$ cat src/design/pipe_pkg.sv
`default_nettype none

package pipe_pkg;

   // Architectural sizes
   localparam int NUM_GPR = 8;
   localparam int DATA_W  = 32;
   localparam int IMM_W   = 8;

   // Bit positions inside flags_t
   localparam int FLAG_CF = 0;
   localparam int FLAG_ZF = 1;
   localparam int FLAG_SF = 2;
   localparam int FLAG_OF = 3;

   typedef logic [$clog2(NUM_GPR)-1:0] gpr_id_t;
   typedef logic [DATA_W-1:0]          data_t;
   typedef logic [IMM_W-1:0]           imm8_t;

   // EFLAGS subset, cf in bit 0 up to of in bit 3
   typedef logic [3:0] flags_t;

   // Group-1 ALU kinds in opcode order
   typedef enum logic [2:0] {
      ALU_ADD = 3'd0,
      ALU_OR  = 3'd1,
      ALU_ADC = 3'd2,
      ALU_SBB = 3'd3,
      ALU_AND = 3'd4,
      ALU_SUB = 3'd5,
      ALU_XOR = 3'd6,
      ALU_CMP = 3'd7
   } aluk_e;

   // Incoming instruction word
   typedef struct packed {
      logic    imm_pres;
      aluk_e   aluk;
      gpr_id_t dr;
      gpr_id_t sr;
      imm8_t   imm;
   } instr_t;

   // Decode to operand latch
   typedef struct packed {
      logic    valid;
      aluk_e   aluk;
      gpr_id_t dr;
      gpr_id_t sr;
      logic    imm_pres;
      data_t   imm_sext;
      logic    ld_gpr;
   } dec_t;

   // Operand to execute latch
   typedef struct packed {
      logic    valid;
      aluk_e   aluk;
      gpr_id_t dr;
      logic    ld_gpr;
      data_t   a;
      data_t   b;
   } opnd_t;

   // Retirement record
   typedef struct packed {
      gpr_id_t dr;
      logic    ld_gpr;
      data_t   data;
      flags_t  flags;
   } wb_t;

endpackage

`default_nettype wire

$ cat src/design/decode_stage.sv
`default_nettype none

module decode_stage (
   input  wire logic             clk,
   input  wire logic             rst_n,
   input  wire logic             instr_valid,
   input  wire pipe_pkg::instr_t instr,
   output pipe_pkg::dec_t        dec
);
   import pipe_pkg::*;

   logic   in_valid;
   instr_t in_instr;
   dec_t   dec_d;

   // Input capture ahead of the decode register
   always_ff @(posedge clk or negedge rst_n) begin
      if (!rst_n) begin
         in_valid <= 1'b0;
      end else begin
         in_valid <= instr_valid;
      end
   end

   always_ff @(posedge clk) begin
      in_instr <= instr;
   end

   always_comb begin
      dec_d.valid    = in_valid;
      dec_d.aluk     = in_instr.aluk;
      dec_d.dr       = in_instr.dr;
      dec_d.sr       = in_instr.sr;
      dec_d.imm_pres = in_instr.imm_pres;
      // Sign extension as in opcode 83
      dec_d.imm_sext = {{(DATA_W-IMM_W){in_instr.imm[IMM_W-1]}}, in_instr.imm};
      // cmp only updates flags
      dec_d.ld_gpr   = (in_instr.aluk != ALU_CMP);
   end

   always_ff @(posedge clk or negedge rst_n) begin
      if (!rst_n) begin
         dec <= '0;
      end else begin
         dec <= dec_d;
      end
   end

   a_instr_known: assert property (@(posedge clk) disable iff (!rst_n)
      instr_valid |-> !$isunknown(instr));

endmodule

`default_nettype wire

$ cat src/design/register_file.sv
`default_nettype none

module register_file (
   input  wire logic              clk,
   input  wire logic              rst_n,
   input  wire pipe_pkg::gpr_id_t rd_addr_a,
   input  wire pipe_pkg::gpr_id_t rd_addr_b,
   output pipe_pkg::data_t        rd_data_a,
   output pipe_pkg::data_t        rd_data_b,
   input  wire logic              wr_en,
   input  wire pipe_pkg::gpr_id_t wr_addr,
   input  wire pipe_pkg::data_t   wr_data
);
   import pipe_pkg::*;

   // EAX through EDI, indexed by the x86 register number
   data_t gpr [NUM_GPR];

   always_ff @(posedge clk or negedge rst_n) begin
      if (!rst_n) begin
         for (int i = 0; i < NUM_GPR; i++) begin
            gpr[i] <= '0;
         end
      end else if (wr_en) begin
         gpr[wr_addr] <= wr_data;
      end
   end

   // Reads are asynchronous, a same-cycle write is covered by forwarding
   assign rd_data_a = gpr[rd_addr_a];
   assign rd_data_b = gpr[rd_addr_b];

endmodule

`default_nettype wire

$ cat src/design/operand_fetch.sv
`default_nettype none

module operand_fetch (
   input  wire logic              clk,
   input  wire logic              rst_n,
   input  wire pipe_pkg::dec_t    dec,
   input  wire logic              ex_valid,
   input  wire pipe_pkg::wb_t     ex_res,
   input  wire logic              wb_valid,
   input  wire pipe_pkg::wb_t     wb_res,
   output pipe_pkg::gpr_id_t      rd_addr_a,
   output pipe_pkg::gpr_id_t      rd_addr_b,
   input  wire pipe_pkg::data_t   rd_data_a,
   input  wire pipe_pkg::data_t   rd_data_b,
   output pipe_pkg::opnd_t        opnd
);
   import pipe_pkg::*;

   logic  ex_fwd_ok;
   logic  wb_fwd_ok;
   data_t src_a;
   data_t src_b;
   opnd_t opnd_d;

   // Newest in-flight writer wins, the register file is the fallback
   function automatic data_t pick_source(
      input gpr_id_t id,
      input data_t   rf_data
   );
      data_t val;
      if (ex_fwd_ok && ex_res.dr == id) begin
         val = ex_res.data;
      end else if (wb_fwd_ok && wb_res.dr == id) begin
         val = wb_res.data;
      end else begin
         val = rf_data;
      end
      return val;
   endfunction

   // dr is both destination and first source
   assign rd_addr_a = dec.dr;
   assign rd_addr_b = dec.sr;

   assign ex_fwd_ok = ex_valid && ex_res.ld_gpr;
   assign wb_fwd_ok = wb_valid && wb_res.ld_gpr;

   always_comb begin
      src_a = pick_source(dec.dr, rd_data_a);
      src_b = pick_source(dec.sr, rd_data_b);
   end

   always_comb begin
      opnd_d.valid  = dec.valid;
      opnd_d.aluk   = dec.aluk;
      opnd_d.dr     = dec.dr;
      opnd_d.ld_gpr = dec.ld_gpr;
      opnd_d.a      = src_a;
      // Immediate form replaces the second register
      opnd_d.b      = dec.imm_pres ? dec.imm_sext : src_b;
   end

   always_ff @(posedge clk or negedge rst_n) begin
      if (!rst_n) begin
         opnd <= '0;
      end else begin
         opnd <= opnd_d;
      end
   end

endmodule

`default_nettype wire

$ cat src/design/execute_stage.sv
`default_nettype none

module execute_stage (
   input  wire logic           clk,
   input  wire logic           rst_n,
   input  wire pipe_pkg::opnd_t opnd,
   output logic                ex_valid,
   output pipe_pkg::wb_t       ex_res
);
   import pipe_pkg::*;

   flags_t          flags_q;
   flags_t          flags_d;
   logic            is_sub;
   logic            carry_in;
   data_t           b_op;
   logic [DATA_W:0] sum;
   data_t           result;

   // Shared adder for the arithmetic kinds
   always_comb begin
      is_sub   = opnd.aluk inside {ALU_SUB, ALU_SBB, ALU_CMP};
      carry_in = (opnd.aluk inside {ALU_ADC, ALU_SBB}) ? flags_q[FLAG_CF] : 1'b0;
      b_op     = is_sub ? ~opnd.b : opnd.b;
      // Subtract is a + ~b + 1, sbb drops the +1 when CF is set
      sum      = {1'b0, opnd.a} + {1'b0, b_op} + {{DATA_W{1'b0}}, is_sub ^ carry_in};
   end

   always_comb begin
      flags_d = '0;
      case (opnd.aluk)
         ALU_OR: begin
            result = opnd.a | opnd.b;
         end
         ALU_AND: begin
            result = opnd.a & opnd.b;
         end
         ALU_XOR: begin
            result = opnd.a ^ opnd.b;
         end
         default: begin
            result           = sum[DATA_W-1:0];
            // Borrow is the inverted carry out
            flags_d[FLAG_CF] = sum[DATA_W] ^ is_sub;
            flags_d[FLAG_OF] = (opnd.a[DATA_W-1] == b_op[DATA_W-1]) &&
                               (result[DATA_W-1] != opnd.a[DATA_W-1]);
         end
      endcase
      flags_d[FLAG_ZF] = (result == '0);
      flags_d[FLAG_SF] = result[DATA_W-1];
   end

   // Architectural flags, read back by the next adc or sbb
   always_ff @(posedge clk or negedge rst_n) begin
      if (!rst_n) begin
         flags_q <= '0;
      end else if (opnd.valid) begin
         flags_q <= flags_d;
      end
   end

   assign ex_valid = opnd.valid;

   always_comb begin
      ex_res.dr     = opnd.dr;
      ex_res.ld_gpr = opnd.ld_gpr;
      ex_res.data   = result;
      ex_res.flags  = flags_d;
   end

   a_cmp_no_write: assert property (@(posedge clk) disable iff (!rst_n)
      (opnd.valid && opnd.aluk == ALU_CMP) |-> !opnd.ld_gpr);

endmodule

`default_nettype wire

$ cat src/design/writeback_stage.sv
`default_nettype none

module writeback_stage (
   input  wire logic          clk,
   input  wire logic          rst_n,
   input  wire logic          ex_valid,
   input  wire pipe_pkg::wb_t ex_res,
   output logic               wb_valid,
   output pipe_pkg::wb_t      wb,
   output logic               wr_en,
   output pipe_pkg::gpr_id_t  wr_addr,
   output pipe_pkg::data_t    wr_data
);

   always_ff @(posedge clk or negedge rst_n) begin
      if (!rst_n) begin
         wb_valid <= 1'b0;
      end else begin
         wb_valid <= ex_valid;
      end
   end

   // Retiring record
   always_ff @(posedge clk) begin
      wb <= ex_res;
   end

   // Register file write port, cmp retires without a write
   assign wr_en   = wb_valid && wb.ld_gpr;
   assign wr_addr = wb.dr;
   assign wr_data = wb.data;

   a_write_known: assert property (@(posedge clk) disable iff (!rst_n)
      wr_en |-> !$isunknown({wr_addr, wr_data}));

endmodule

`default_nettype wire

$ cat src/design/pipeline.sv
`default_nettype none

module pipeline (
   input  wire logic             clk,
   input  wire logic             rst_n,
   input  wire logic             instr_valid,
   input  wire pipe_pkg::instr_t instr,
   output logic                  wb_valid,
   output pipe_pkg::wb_t         wb
);
   import pipe_pkg::*;

   dec_t    dec;
   opnd_t   opnd;
   logic    ex_valid;
   wb_t     ex_res;
   gpr_id_t rd_addr_a;
   gpr_id_t rd_addr_b;
   data_t   rd_data_a;
   data_t   rd_data_b;
   logic    wr_en;
   gpr_id_t wr_addr;
   data_t   wr_data;

   decode_stage u_decode_stage (
      .clk         (clk),
      .rst_n       (rst_n),
      .instr_valid (instr_valid),
      .instr       (instr),
      .dec         (dec)
   );

   register_file u_register_file (
      .clk       (clk),
      .rst_n     (rst_n),
      .rd_addr_a (rd_addr_a),
      .rd_addr_b (rd_addr_b),
      .rd_data_a (rd_data_a),
      .rd_data_b (rd_data_b),
      .wr_en     (wr_en),
      .wr_addr   (wr_addr),
      .wr_data   (wr_data)
   );

   // Forwarding taps come from execute and writeback
   operand_fetch u_operand_fetch (
      .clk       (clk),
      .rst_n     (rst_n),
      .dec       (dec),
      .ex_valid  (ex_valid),
      .ex_res    (ex_res),
      .wb_valid  (wb_valid),
      .wb_res    (wb),
      .rd_addr_a (rd_addr_a),
      .rd_addr_b (rd_addr_b),
      .rd_data_a (rd_data_a),
      .rd_data_b (rd_data_b),
      .opnd      (opnd)
   );

   execute_stage u_execute_stage (
      .clk      (clk),
      .rst_n    (rst_n),
      .opnd     (opnd),
      .ex_valid (ex_valid),
      .ex_res   (ex_res)
   );

   writeback_stage u_writeback_stage (
      .clk      (clk),
      .rst_n    (rst_n),
      .ex_valid (ex_valid),
      .ex_res   (ex_res),
      .wb_valid (wb_valid),
      .wb       (wb),
      .wr_en    (wr_en),
      .wr_addr  (wr_addr),
      .wr_data  (wr_data)
   );

endmodule

`default_nettype wire

$ cat config.mk
export PLATFORM = sky130hd
export DESIGN_NAME = pipeline
export DESIGN_NICKNAME = d
export VERILOG_FILES = /design/src/design/pipe_pkg.sv /design/src/design/decode_stage.sv /design/src/design/register_file.sv /design/src/design/operand_fetch.sv /design/src/design/execute_stage.sv /design/src/design/writeback_stage.sv /design/src/design/pipeline.sv
export SDC_FILE = /design/constraint.sdc
export NUM_CORES = 1
export LEC_CHECK = 0
export ABC_AREA = 1
export BUFFER_PORTS_ARGS = -buffer_cell sky130_fd_sc_hd__buf_4
export CELL_PAD_IN_SITES_DETAIL_PLACEMENT = 0
export CELL_PAD_IN_SITES_GLOBAL_PLACEMENT = 1
export CORE_MARGIN = 2
export CORE_UTILIZATION = 43
export CTS_CLUSTER_SIZE = 28
export DETAILED_ROUTE_END_ITERATION = 8
export GPL_ROUTABILITY_DRIVEN = 0
export PLACE_DENSITY_LB_ADDON = 0.1
export SLEW_MARGIN = 0
export SYNTH_ARGS = -nofsm -noshare
export SYNTH_HDL_FRONTEND = slang
export SYNTH_SLANG_ARGS = --single-unit
$ cat constraint.sdc
create_clock -name clk -period 3.1 [get_ports clk]
set_input_delay 0.31 -clock clk [delete_from_list [all_inputs] [get_ports clk]]
set_output_delay 0.31 -clock clk [all_outputs]
set_load 0.01 [all_outputs]
; ---- Word level (Yosys, flattened, before mapping)
; Index checks and enable logic that the tools add are counted.
[op_classes]
add_sub_neg = 2
bitwise_logic = 9
eq_ne = 14
shifts = 0
magnitude_cmp = 4
div_mod_pow = 0
n_reduce_logical = 12
mul = 0
mux = 19
[op_table]
columns = op, n
row1 = $mux W32, 11
row2 = $bwmux W256, 1
row3 = $bmux W32 S3, 2
row4 = $demux W32 S3, 1
row5 = $pmux W32 S3, 1
row6 = $add A32 B32 Y33, 1
row7 = $add A33 B1 Y33, 1
row8 = $and A32 B32 Y32, 1
row9 = $logic_not A32 Y1, 1
row10 = $not A32 Y32, 1
row11 = $or A32 B32 Y32, 1
row12 = $xor A32 B32 Y32, 1
row13 = $eq A3 B3 Y1, 4
row14 = $eq A3 B3 Y1 const B, 4
row15 = $ge A4 B4 Y1 const B, 3
row16 = $not A3 Y4, 3
row17 = $logic_and A1 B1 Y1, 8
row18 = $eq A3 B2 Y1 const B, 2
row19 = $lt A4 B1 Y1 const B, 1
row20 = $eq A3 B1 Y1 const B, 1
row21 = $mux W1, 3
row22 = $ne A3 B3 Y1 const B, 1
row23 = $reduce_bool A3 Y1, 1
row24 = $reduce_or A3 Y1, 1
row25 = other kinds (4), 5
[word_totals]
input_bits = 21
wordCells = 93
latchBits = 0
register_bits = 409
ram_bits = 0
memories = 0
output_inout_bits = 41
rom_bits = 0

; ---- Longest topological paths before layout
; Gate-level depths: netlist of the first run.
[depth]
word_depth = 8
depth_mapped = 25
ltp_nobuf = 24

; ---- Cells and area by module
; A second synthesis of the first run with hierarchy kept.
[unflattened]
hier_cells = 4020
hier_area_um2 = 26559.2
[by_module_without_submodules]
columns = module, cells_each, n_inst, seq_area_each_um2, area_each_um2
row1 = register_file, 2311, 1, 6406.1, 14883.0
row2 = execute_stage, 887, 1, 25.0, 4834.6
row3 = operand_fetch, 680, 1, 1801.7, 4674.5
row4 = writeback_stage, 78, 1, 825.8, 1096.1
row5 = decode_stage, 64, 1, 885.8, 1071.0

; ---- Worst setup path after synthesis of the first run
; Ideal clock, no wire load.
[synth_timing]
kind = flip-flop to flip-flop
from = reg, netlist name u_operand_fetch.opnd[70]
to = reg, netlist name u_writeback_stage.wb[1]
arrival_ns = 3.216
path_stages_with_launch = 26
n_path_buf = 1
period_less_slack_ns = 3.280
setup_time_ns = 0.064
slack_ns = -0.180
required_time_ns = 3.036
path_cell_list = dfrtp_1 -> inv_2 -> nand2_1 -> nand2_1 -> buf_1 -> xor2_1 -> fa_1 -> inv_1 -> fa_1 -> inv_1 -> nand3_1 -> nand2_1 -> nand2_1 -> nand2_1 -> nand2_1 -> nand2_1 -> nand2_1 -> nand2_1 -> nand2_1 -> nand3_1 -> nand2_1 -> nor2_1 -> nand2_1 -> nor2_1 -> nand2_1 -> nor2_1

==> flow_summary.yaml, run 1 <==
layout:
  nFillCells: 5099
  register_area_sq_um: 9940
  multi_input_area_sq_um: 11800
  finalNetCount: 3247
  fin_util_pct: 51.4
  drive_gt1_share_pct: 13.9
  area_growth_pct: 17.9
  antenna_cells: 0
timing:
  fin_crit_ns: 3.07
  final.setup.tns_ns: 0
  clock_skew_ns: 0.0138
  holdWs_ns: 0.299
  fmax_ghz: 0.325
  max_slew_margin_pct: 30.1
  setup_viol: 0
  grt_setup_unrepaired: "yes"
  hold_viol: 0
  finalCritPeriodShare_pct: 99.2
  slew_viol_final: 0
  worst_pin_slew_ns: 1.04
routing:
  viasPerCell: 5.61
  first_iter_violations: 2126
  drt.antenna.violating_nets: 0
  detail_route.drc_violations: 0
  firstDrtPassIters: 6
  num_vias: 21637
  wl_per_cell_um: 20.5
  drt-total-wl_um: 79200
clock_network:
  clock_path_buffers: 3
  tritoncts: "done"
  cts_root_buf: "clkbuf_16"
  numCtsBuffers: 47
  h-tree-depth: 2
  clk_latency_ns: 0.59
  cts_num_sinks: 408
  path_clk_slew_ns: 0.07
yosys:
  netlist_top_cells_count: "674 x o21ai_0, 598 x nand2_1, 351 x dfrtp_1"
  yosysUniqueCellTypes: 51
  synth.area.top_cells: "dfrtp_1 38%, o21ai_0 15%, nand2_1 9.8%, ha_1 5.2%, nor2_1 5.0%"
  synthArstFlopShare_pct: 86.0
  syn_area_per_cell_sq_um: 7.49
  ys_warn_count: 0
  synth-seq-cells: 408
  syn_nets: 3180
  seq_area_frac_synth_pct: 43.3
  syn-cell-area_sq_um: 22900
  synth_top_area_share_pct: 38.3
  synth_largest_area_cell: "dfrtp_1"
  synth-edff-count: 0
  synthCells: 3062
  synthFlopType: "dfrtp_1"
  synth_most_common_cell: "o21ai_0"
die:
  die_h_um: 235
  die_x_um: 235
  core-area_sq_um: 52700
  start_util_pct: 43.6
  ios: 62
  die_area_sq_um: 55200
  num_rows: 84
worst_setup_path:
  r2r_cells: 21
  path_max_fanout: 17
  r2r-start: "u_operand_fetch.opnd[70]$_DFF_PN0_"
  worst_setup_path_start_kind: "register"
  cp-end-kind: "register"
  worstSetupPathType: "register to register"
  r2r-end: "u_writeback_stage.wb[1]$_DFF_P_"
  startpoint: "u_operand_fetch.opnd[70]$_DFF_PN0_"
  cp_data_arrival_time_ns: 3.60
  crit_end: "u_writeback_stage.wb[1]$_DFF_P_"
  required_ns: 3.63
  rrSetupSlack_ns: 0.03
placement:
  dp_hpwl_um: 51500
  port_buffers: 61
global_route:
  grt_pass1_vias: 20515
  grt_pass1_wl_um: 122000
  grt-ovfl-total: 0
  grt_max_degree: 169
  antenna_found_initial: 2
  grt_util_all_layers_pct: 28.2
job:
  drv_cap: 0
pwr:
  leakage_nw: 12.6
  vdd_drop_max_uv: 353
  p_per_area_nw_per_um2: 834
outcome:
  outcome: "completed"
hold_path:
  hold_class: "input pin to async pin"
## repair_timing
item | 4_1_cts | 5_1_grt
endpoints found under the hold margin | 85 | 0
resized for setup | 23 | 150
pin swaps | 4 | 57
setup buffers | 0 | 19
setup endpoints to repair | 20 | 44
hold buffers | 20 | 0
## per-layer routing
layer / part of all wire (%) / global-route usage, % / up-vias
met5: 0 / 0 / -
met4: 2.2 / 7.21 / 0
met3: 7.3 / 3.94 / 127
met2: 44 / 43.3 / 821
met1: 46 / 41.6 / 10367
li1: - / - / 10322
## cells by family (layout without fill, tap and decap cells)
kind of cell             Yosys count  count (layout)  synth area share, %
AND/OR/NAND/NOR                 1035            1035                 18.0
AO/OA/AOI/OAI                    998             998                 23.6
buffers and inverters            483             589                 8.25
flip-flops                       408             408                 43.3
adder cells (fa/ha/maj)           97              97                 5.36
XOR/XNOR                          41              41                 1.57
## stage by stage
stage,cells,instance area (sq um),setup WS (ns),power (mW)
finish,3856,27100,0.0253,22.6
global route,3856,27100,-0.190,24.2
CTS,3837,26300,-0.0279,21.9
detailed placement,3729,24600,-0.154,16.3
global placement,3729,24600,-0.136,16.1
floorplan,3062,22900,0.00542,13.0
## placed cells by master (no fill, tap or decap), types with 9 or more instances in the layout
cell type and count:
nand2_2 59, o211ai_1 18, buf_4 165, o311ai_0 12, xor2_1 34, dfrtp_1 346, ha_1 84, nor2_2 13
clkbuf_16 49, a221oi_1 17, inv_1 276, o21ai_0 670, a21oi_2 16, a31oi_1 23, nand3_1 72, o221ai_1 13
o21ai_1 12, nor2_1 288, dfxtp_1 57, nand3_2 16, clkbuf_8 10, dlygate4sd3_1 20, o22ai_1 39, a21oi_1 150
nand2_1 536, clkbuf_1 16, inv_2 15, clkinv_2 9, buf_12 18
## critical path: stages, from the launching register on
cell     delay, ns
dfrtp_1       0.39
inv_2         0.09
nand2_2       0.07
nand2_4       0.10
buf_12        0.16
buf_16        0.18
xor2_1        0.09
ha_1          0.39
nand2_1       0.13
nor2_1        0.24
nand2_1       0.14
nor2_1        0.12
nand2_1       0.07
nand2_1       0.06
nand2_1       0.04
nand3_1       0.11
nand2_1       0.10
nor2_1        0.10
nand2_1       0.07
nor2_2        0.15
nand2_1       0.07
nor2_1        0.10
## flip-flops by register name, indices dropped and copies added, names as in the netlist
name / flops
u_decode_stage.dec: 20
u_decode_stage.dec_d: 18
u_decode_stage.in_valid: 1
u_execute_stage.flags_q: 1
u_operand_fetch.opnd: 72
u_register_file.gpr: 256
u_writeback_stage.wb: 5
u_writeback_stage.wb_valid: 1
u_writeback_stage.wr_addr: 3
u_writeback_stage.wr_data: 31
## power breakdown
part	switching [mW]	internal (mW)	total, mW
Sequential	1.50	7.11	8.61
Clock	2.29	3.15	5.44
Combinational	5.27	3.24	8.52
Total	9.06	13.5	22.6
## area by class of cell
type                    instances  share of cell area [%]
well taps                     688                    3.18
repair buffers                209                    6.97
clock inverters                13                   0.319
multi-input cells            2171                    43.5
inverters                     292                    4.05
flip-flops and latches        408                    36.7
clock buffers                  75                    5.26
## worst min-delay path by stage
stage / start / endpoint / slack [ns] / cells past startpoint
2_1_floorplan: rst_n / u_decode_stage.dec[0]$_DFF_PN0_ / 0.01 / 0
4_1_cts: rst_n / u_register_file.gpr[0]$_DFFE_PN0P_ / 0.31 / 2
3_3_place_gp: u_decode_stage.dec_d[37]$_DFF_P_ / u_decode_stage.dec[37]$_DFF_PN0_ / 0.31 / 0
6_report: rst_n / u_register_file.gpr[225]$_DFFE_PN0P_ / 0.30 / 2
5_1_grt: u_decode_stage.dec_d[37]$_DFF_P_ / u_decode_stage.dec[37]$_DFF_PN0_ / 0.33 / 0
3_5_place_dp: u_decode_stage.dec_d[35]$_DFF_P_ / u_decode_stage.dec[35]$_DFF_PN0_ / 0.32 / 0
No activity file was read; power rests on OpenSTA's default activity.
==> inputs of run 2 (changes only) <==
--- a/config.mk
+++ b/config.mk
@@ -10,7 +10,7 @@
 export CELL_PAD_IN_SITES_DETAIL_PLACEMENT = 0
 export CELL_PAD_IN_SITES_GLOBAL_PLACEMENT = 1
 export CORE_MARGIN = 2
-export CORE_UTILIZATION = 43
+export CORE_UTILIZATION = 47
 export CTS_CLUSTER_SIZE = 28
 export DETAILED_ROUTE_END_ITERATION = 8
 export GPL_ROUTABILITY_DRIVEN = 0
==> constraint.sdc (replaced) <==
create_clock -name clk -period 2.9 [get_ports clk]
set_input_delay 0.29 -clock clk [delete_from_list [all_inputs] [get_ports clk]]
set_output_delay 0.29 -clock clk [all_outputs]
set_load 0.01 [all_outputs]
==> run 2 against run 1 <==
The flow now finishes with violations (setup timing); first-iteration DRC count grew 2.8%; largest cell class unchanged; worst hold slack got worse by 0.052 ns; utilization is 8.4 points higher; clock skew increased by 0.010 ns; sequential cell count did not move; highest routed layer unchanged; global-route usage grew 2.8 points; clock power is 10% higher; register-to-register slack worse by 0.20 ns.
==> flow_summary.yaml, run 2 (synthesis gave the netlist of run 1 again) <==
routing:
  drt-total-wl_um: 79200
  firstDrtPassIters: 5
  first_iter_violations: 2186
  detail_route.drc_violations: 0
  drt.antenna.violating_nets: 0
  viasPerCell: 5.74
  wl_per_cell_um: 20.5
  num_vias: 22197
global_route:
  grt-ovfl-total: 0
  grt_pass1_vias: 21334
  antenna_found_initial: 0
  grt_pass1_wl_um: 121000
  grt_util_all_layers_pct: 31.0
  grt_max_degree: 133
worst_setup_path:
  cp_data_arrival_time_ns: 3.53
  r2r_cells: 21
  path_max_fanout: 8
  worstSetupPathType: "register to register"
  cp-end-kind: "register"
  required_ns: 3.36
  worst_setup_path_start_kind: "register"
layout:
  register_area_sq_um: 9940
  final_common_cell: "o21ai_0"
  finalNetCount: 3336
  nFillCells: 4271
  fin_util_pct: 59.8
  largest_reg_flops: 256
  area_growth_pct: 24.9
  drive_gt1_share_pct: 20.9
  layout_common_cells: "650 x o21ai_0, 480 x nand2_1, 347 x dfrtp_1"
  antenna_cells: 0
  top_register: "u_register_file.gpr"
  final-instance-count-excl-fill: 3868
  multi_input_area_sq_um: 12600
placement:
  dp_hpwl_um: 50700
  port_buffers: 61
  place_inst: 3726
pwr:
  p_per_area_nw_per_um2: 902
  finalPower_mw: 25.9
  leakage_nw: 13.4
  vdd_drop_max_uv: 447
die:
  core-area_sq_um: 47900
  num_rows: 80
  die_x_um: 225
  start_util_pct: 47.9
  die_area_sq_um: 50600
  die_h_um: 225
  ios: 62
clock_network:
  h-tree-depth: 2
  tritoncts: "done"
  clk_latency_ns: 0.58
  clock_path_buffers: 3
  path_clk_slew_ns: 0.07
  cts_root_buf: "clkbuf_16"
  cts_num_sinks: 408
  numCtsBuffers: 47
timing:
  setup_viol: 20
  worst_pin_slew_ns: 0.955
  final.setup.tns_ns: -1.39
  hold_viol: 0
  fin_ws_ns: -0.170
  finalCritPeriodShare_pct: 106
  holdWs_ns: 0.247
  grt_setup_unrepaired: "yes"
  fin_crit_ns: 3.07
  max_slew_margin_pct: 36.2
  clock_skew_ns: 0.0241
  fmax_ghz: 0.326
  slew_viol_final: 0
outcome:
  outcome: "complete, but fails checks"
  failed_checks: "setup timing"
job:
  drv_cap: 0
hold_path:
  hold_class: "input pin to async pin"
[run 2: changes by cell type in the layout (fill, tap and decap cells not counted), moves of 11 or more]
| cell | previous run | this run |
|---|---|---|
| inv_2 | 15 | 33 |
| o21ai_0 | 670 | 650 |
| nand3_1 | 72 | 57 |
| xor2_1 | 34 | 21 |
| nand2_4 | 8 | 22 |
| nand2_2 | 59 | 100 |
| buf_4 | 165 | 226 |
| nand2_1 | 536 | 480 |
| xor2_2 | 5 | 16 |
| buf_6 | 4 | 23 |
| nand3_2 | 16 | 29 |
| inv_1 | 276 | 256 |
| nor2_1 | 288 | 268 |
[run 2: power breakdown]
part           switching, mW  internal, mW  total, mW
sequential              1.56          7.60       9.16
clock                   2.41          3.58       5.99
combinational           6.31          4.40       10.7
total                   10.3          15.6       25.9
[run 2: timing repair]
item	CTS	global route
setup buffers	15	29
pin swaps	40	132
resized for setup	125	287
endpoints found under the hold margin	66	0
setup endpoints to repair	52	66
cloned	0	1
hold buffers	20	0
[run 2: area by class of cell]
type                            count  area share, %
Inverter                          292           3.84
Tap cell                          615           2.69
Multi-Input combinational cell   2171           43.9
Clock inverter                      9          0.358
Clock buffer                       75           5.04
Timing Repair Buffer              298           9.53
Sequential cell                   408           34.7
[run 2: metrics by stage]
stage,setup WS (ns),instance area (sq um)
2_1_floorplan,0.00365,23000
3_3_place_gp,-0.351,25100
3_5_place_dp,-0.371,25100
4_1_cts,-0.224,27300
5_1_grt,-0.367,28700
6_report,-0.170,28700
[run 2: routing by layer]
| metal | GRT usage, % | wire length [um] | share of wire (%) |
|---|---|---|---|
| met5 | 0 | 0 | 0 |
| met4 | 9.57 | 1790 | 2.3 |
| met2 | 47.4 | 35600 | 45 |
| met3 | 6.68 | 6950 | 8.8 |
| met1 | 44.0 | 34900 | 44 |
[run 2: critical path, cell delays in order, from the launching register on]
cell     delay (ns)
dfrtp_1        0.40
inv_2          0.08
nand2_2        0.06
nand2_4        0.10
buf_12         0.15
buf_12         0.14
buf_12         0.16
xor2_1         0.17
ha_2           0.34
buf_6          0.15
nand2_8        0.07
nand2_2        0.06
nand2_2        0.07
a21oi_1        0.06
nor2_1         0.14
nand3_1        0.10
nand2_1        0.08
nand3_2        0.10
nand2_2        0.12
buf_6          0.12
nor2_1         0.04
o31ai_1        0.24
[run 2: path summary, 6_finish.rpt]
kind / from / end / slack, ns
setup reg to reg: u_operand_fetch.opnd[70]$_DFF_PN0_ / u_operand_fetch.opnd[26]$_DFF_PN0_ / -0.17
hold reg to reg: u_decode_stage.dec_d[35]$_DFF_P_ / u_decode_stage.dec[35]$_DFF_PN0_ / 0.32
min in group clk: u_decode_stage.dec_d[35]$_DFF_P_ / u_decode_stage.dec[35]$_DFF_PN0_ / 0.32
max in group asynchronous: rst_n / u_operand_fetch.opnd[8]$_DFF_PN0_ / 1.82
hold / removal: rst_n / u_writeback_stage.wb_valid$_DFF_PN0_ / 0.25
setup / recovery: u_operand_fetch.opnd[70]$_DFF_PN0_ / u_operand_fetch.opnd[26]$_DFF_PN0_ / -0.17
==> inputs of run 3 (changes only) <==
--- a/config.mk
+++ b/config.mk
@@ -10,7 +10,7 @@
 export CELL_PAD_IN_SITES_DETAIL_PLACEMENT = 0
 export CELL_PAD_IN_SITES_GLOBAL_PLACEMENT = 1
 export CORE_MARGIN = 2
-export CORE_UTILIZATION = 47
+export CORE_UTILIZATION = 35
 export CTS_CLUSTER_SIZE = 28
 export DETAILED_ROUTE_END_ITERATION = 8
 export GPL_ROUTABILITY_DRIVEN = 0
==> run 3 against run 2 <==
The flow still finishes with violations (setup timing); register-to-register slack better by 0.11 ns; sequential share of layout area fell by 0.56 points; fmax grew 3.7%; global-route usage fell by 6.2 points.
==> flow_summary.yaml, run 3 (synthesis gave the netlist of run 1 again) <==
routing:
  wl_per_cell_um: 20.6
  drt-total-wl_um: 84600
  drt.antenna.violating_nets: 0
  first_iter_violations: 1899
  detail_route.drc_violations: 0
  firstDrtPassIters: 6
  viasPerCell: 5.29
  num_vias: 21761
worst_setup_path:
  required_ns: 3.38
  slowest_stage: "dfrtp_1"
  crit_top_cell: "nand2_2"
  cpPeakStageDelay_ns: 0.39
  worstSetupPathType: "register to register"
  cp-end-kind: "register"
  worstPathCellList: "inv_2, nand2_2, nand2_4, buf_12, clkbuf_16, xor2_1, ha_1, nand2_2, inv_4, nand3_4, nor3_2, nand2_2, nand4_1, nand3_2, nand2_4, buf_4, nor2_2, o31ai_2"
  cp_data_arrival_time_ns: 3.44
  path_max_fanout: 8
  worst_setup_path_start_kind: "register"
outcome:
  failed_checks: "setup timing"
  outcome: "complete, but fails checks"
die:
  die_area_sq_um: 67600
  num_rows: 93
  die_x_um: 260
  core-area_sq_um: 64600
  start_util_pct: 35.5
  ios: 62
  die_h_um: 260
layout:
  final-instance-count-excl-fill: 4110
  layout_common_cells: "648 x o21ai_0, 470 x nand2_1, 346 x dfrtp_1"
  area_growth_pct: 27.0
  top_register: "u_register_file.gpr"
  largest_reg_flops: 256
  nFillCells: 6359
  final_common_cell: "o21ai_0"
  finalNetCount: 3336
  drive_gt1_share_pct: 21.4
timing:
  worst_pin_slew_ns: 0.936
  holdWs_ns: 0.229
  fin_crit_ns: 2.96
  max_slew_margin_pct: 36.8
  grt_setup_unrepaired: "yes"
  setup_viol: 6
  finalCritPeriodShare_pct: 102
  hold_viol: 0
  slew_viol_final: 0
  fmax_ghz: 0.338
  clock_skew_ns: 0.0279
  fin_ws_ns: -0.0608
  final.setup.tns_ns: -0.239
clock_network:
  clock_path_buffers: 3
  cts_root_buf: "clkbuf_16"
  h-tree-depth: 2
  clk_latency_ns: 0.59
  numCtsBuffers: 48
  tritoncts: "done"
  path_clk_slew_ns: 0.06
  cts_num_sinks: 408
global_route:
  antenna_found_initial: 1
  grt-ovfl-total: 0
  grt_pass1_wl_um: 129000
  grt_pass1_vias: 20928
  grt_util_all_layers_pct: 24.8
  grt_max_degree: 86
pwr:
  leakage_nw: 13.4
  p_per_area_nw_per_um2: 900
  vdd_drop_max_uv: 409
placement:
  place_inst: 3979
  post-place-ws_ns: -0.411
  port_buffers: 61
  dp_hpwl_um: 54600
hold_path:
  hold_class: "input pin to async pin"
job:
  drv_cap: 0
run 3: per-stage QoR:
step	utilization, %	instance area [sq um]	power (mW)
2_1_floorplan	-	23000	13.9
3_3_place_gp	39.3	25400	17.9
3_5_place_dp	39.3	25400	18.1
4_1_cts	43.0	27800	25.1
5_1_grt	45.1	29100	28.1
6_report	45.1	29100	26.2
run 3: layout make-up:
class	count	area (sq um)	area share, %
Multi-Input combinational cell	2171	12800	43.9
Sequential cell	408	9940	34.1
Timing Repair Buffer	297	2630	9.02
Clock buffer	71	1360	4.66
Inverter	292	1100	3.77
Tap cell	855	1070	3.67
Clock inverter	14	248	0.850
Antenna cell	2	5.00	0.0172
run 3: worst paths after layout:
| path | startpoint | end | slack (ns) | cells after the start |
|---|---|---|---|---|
| min in group clk | u_decode_stage.dec_d[37]$_DFF_P_ | u_decode_stage.dec[37]$_DFF_PN0_ | 0.32 | 0 |
| setup / recovery | u_operand_fetch.opnd[70]$_DFF_PN0_ | u_operand_fetch.opnd[26]$_DFF_PN0_ | -0.06 | 18 |
| hold reg to reg | u_decode_stage.dec_d[37]$_DFF_P_ | u_decode_stage.dec[37]$_DFF_PN0_ | 0.32 | 0 |
| setup reg to reg | u_operand_fetch.opnd[70]$_DFF_PN0_ | u_operand_fetch.opnd[26]$_DFF_PN0_ | -0.06 | 18 |
| max in group asynchronous | rst_n | u_register_file.gpr[210]$_DFFE_PN0P_ | 1.87 | 3 |
| hold / removal | rst_n | u_register_file.gpr[69]$_DFFE_PN0P_ | 0.23 | 2 |
run 3: repair_timing:
action,CTS,global route
resized for setup,141,306
setup buffers,15,10
cloned,1,1
pin swaps,50,114
hold endpoints to repair,66,0
hold buffers,20,0
endpoints found under the setup margin,43,64
run 3: where the power goes:
part / internal (mW) / switching, mW / leakage (nW)
logic: 4.36 / 6.37 / 7.73
clock network: 3.77 / 2.51 / 0.774
registers: 7.60 / 1.60 / 4.86
run 3: layer usage:
layer / GRT usage (%) / vias up / share of wire, %
met5: 0 / - / 0
met4: 6.26 / 0 / 2.3
met3: 2.87 / 113 / 4.9
met2: 38.4 / 570 / 45
met1: 36.6 / 10581 / 48
li1: - / 10497 / -
run 3: worst max-delay path: cells and delay by family (launching register included):
family / cells / cell delay, ns
AND/OR/NAND/NOR: 10 / 1.06
buffers and inverters: 5 / 0.68
flip-flops: 1 / 0.39
adder cells (fa/ha/maj): 1 / 0.38
AO/OA/AOI/OAI: 1 / 0.24
XOR/XNOR: 1 / 0.08
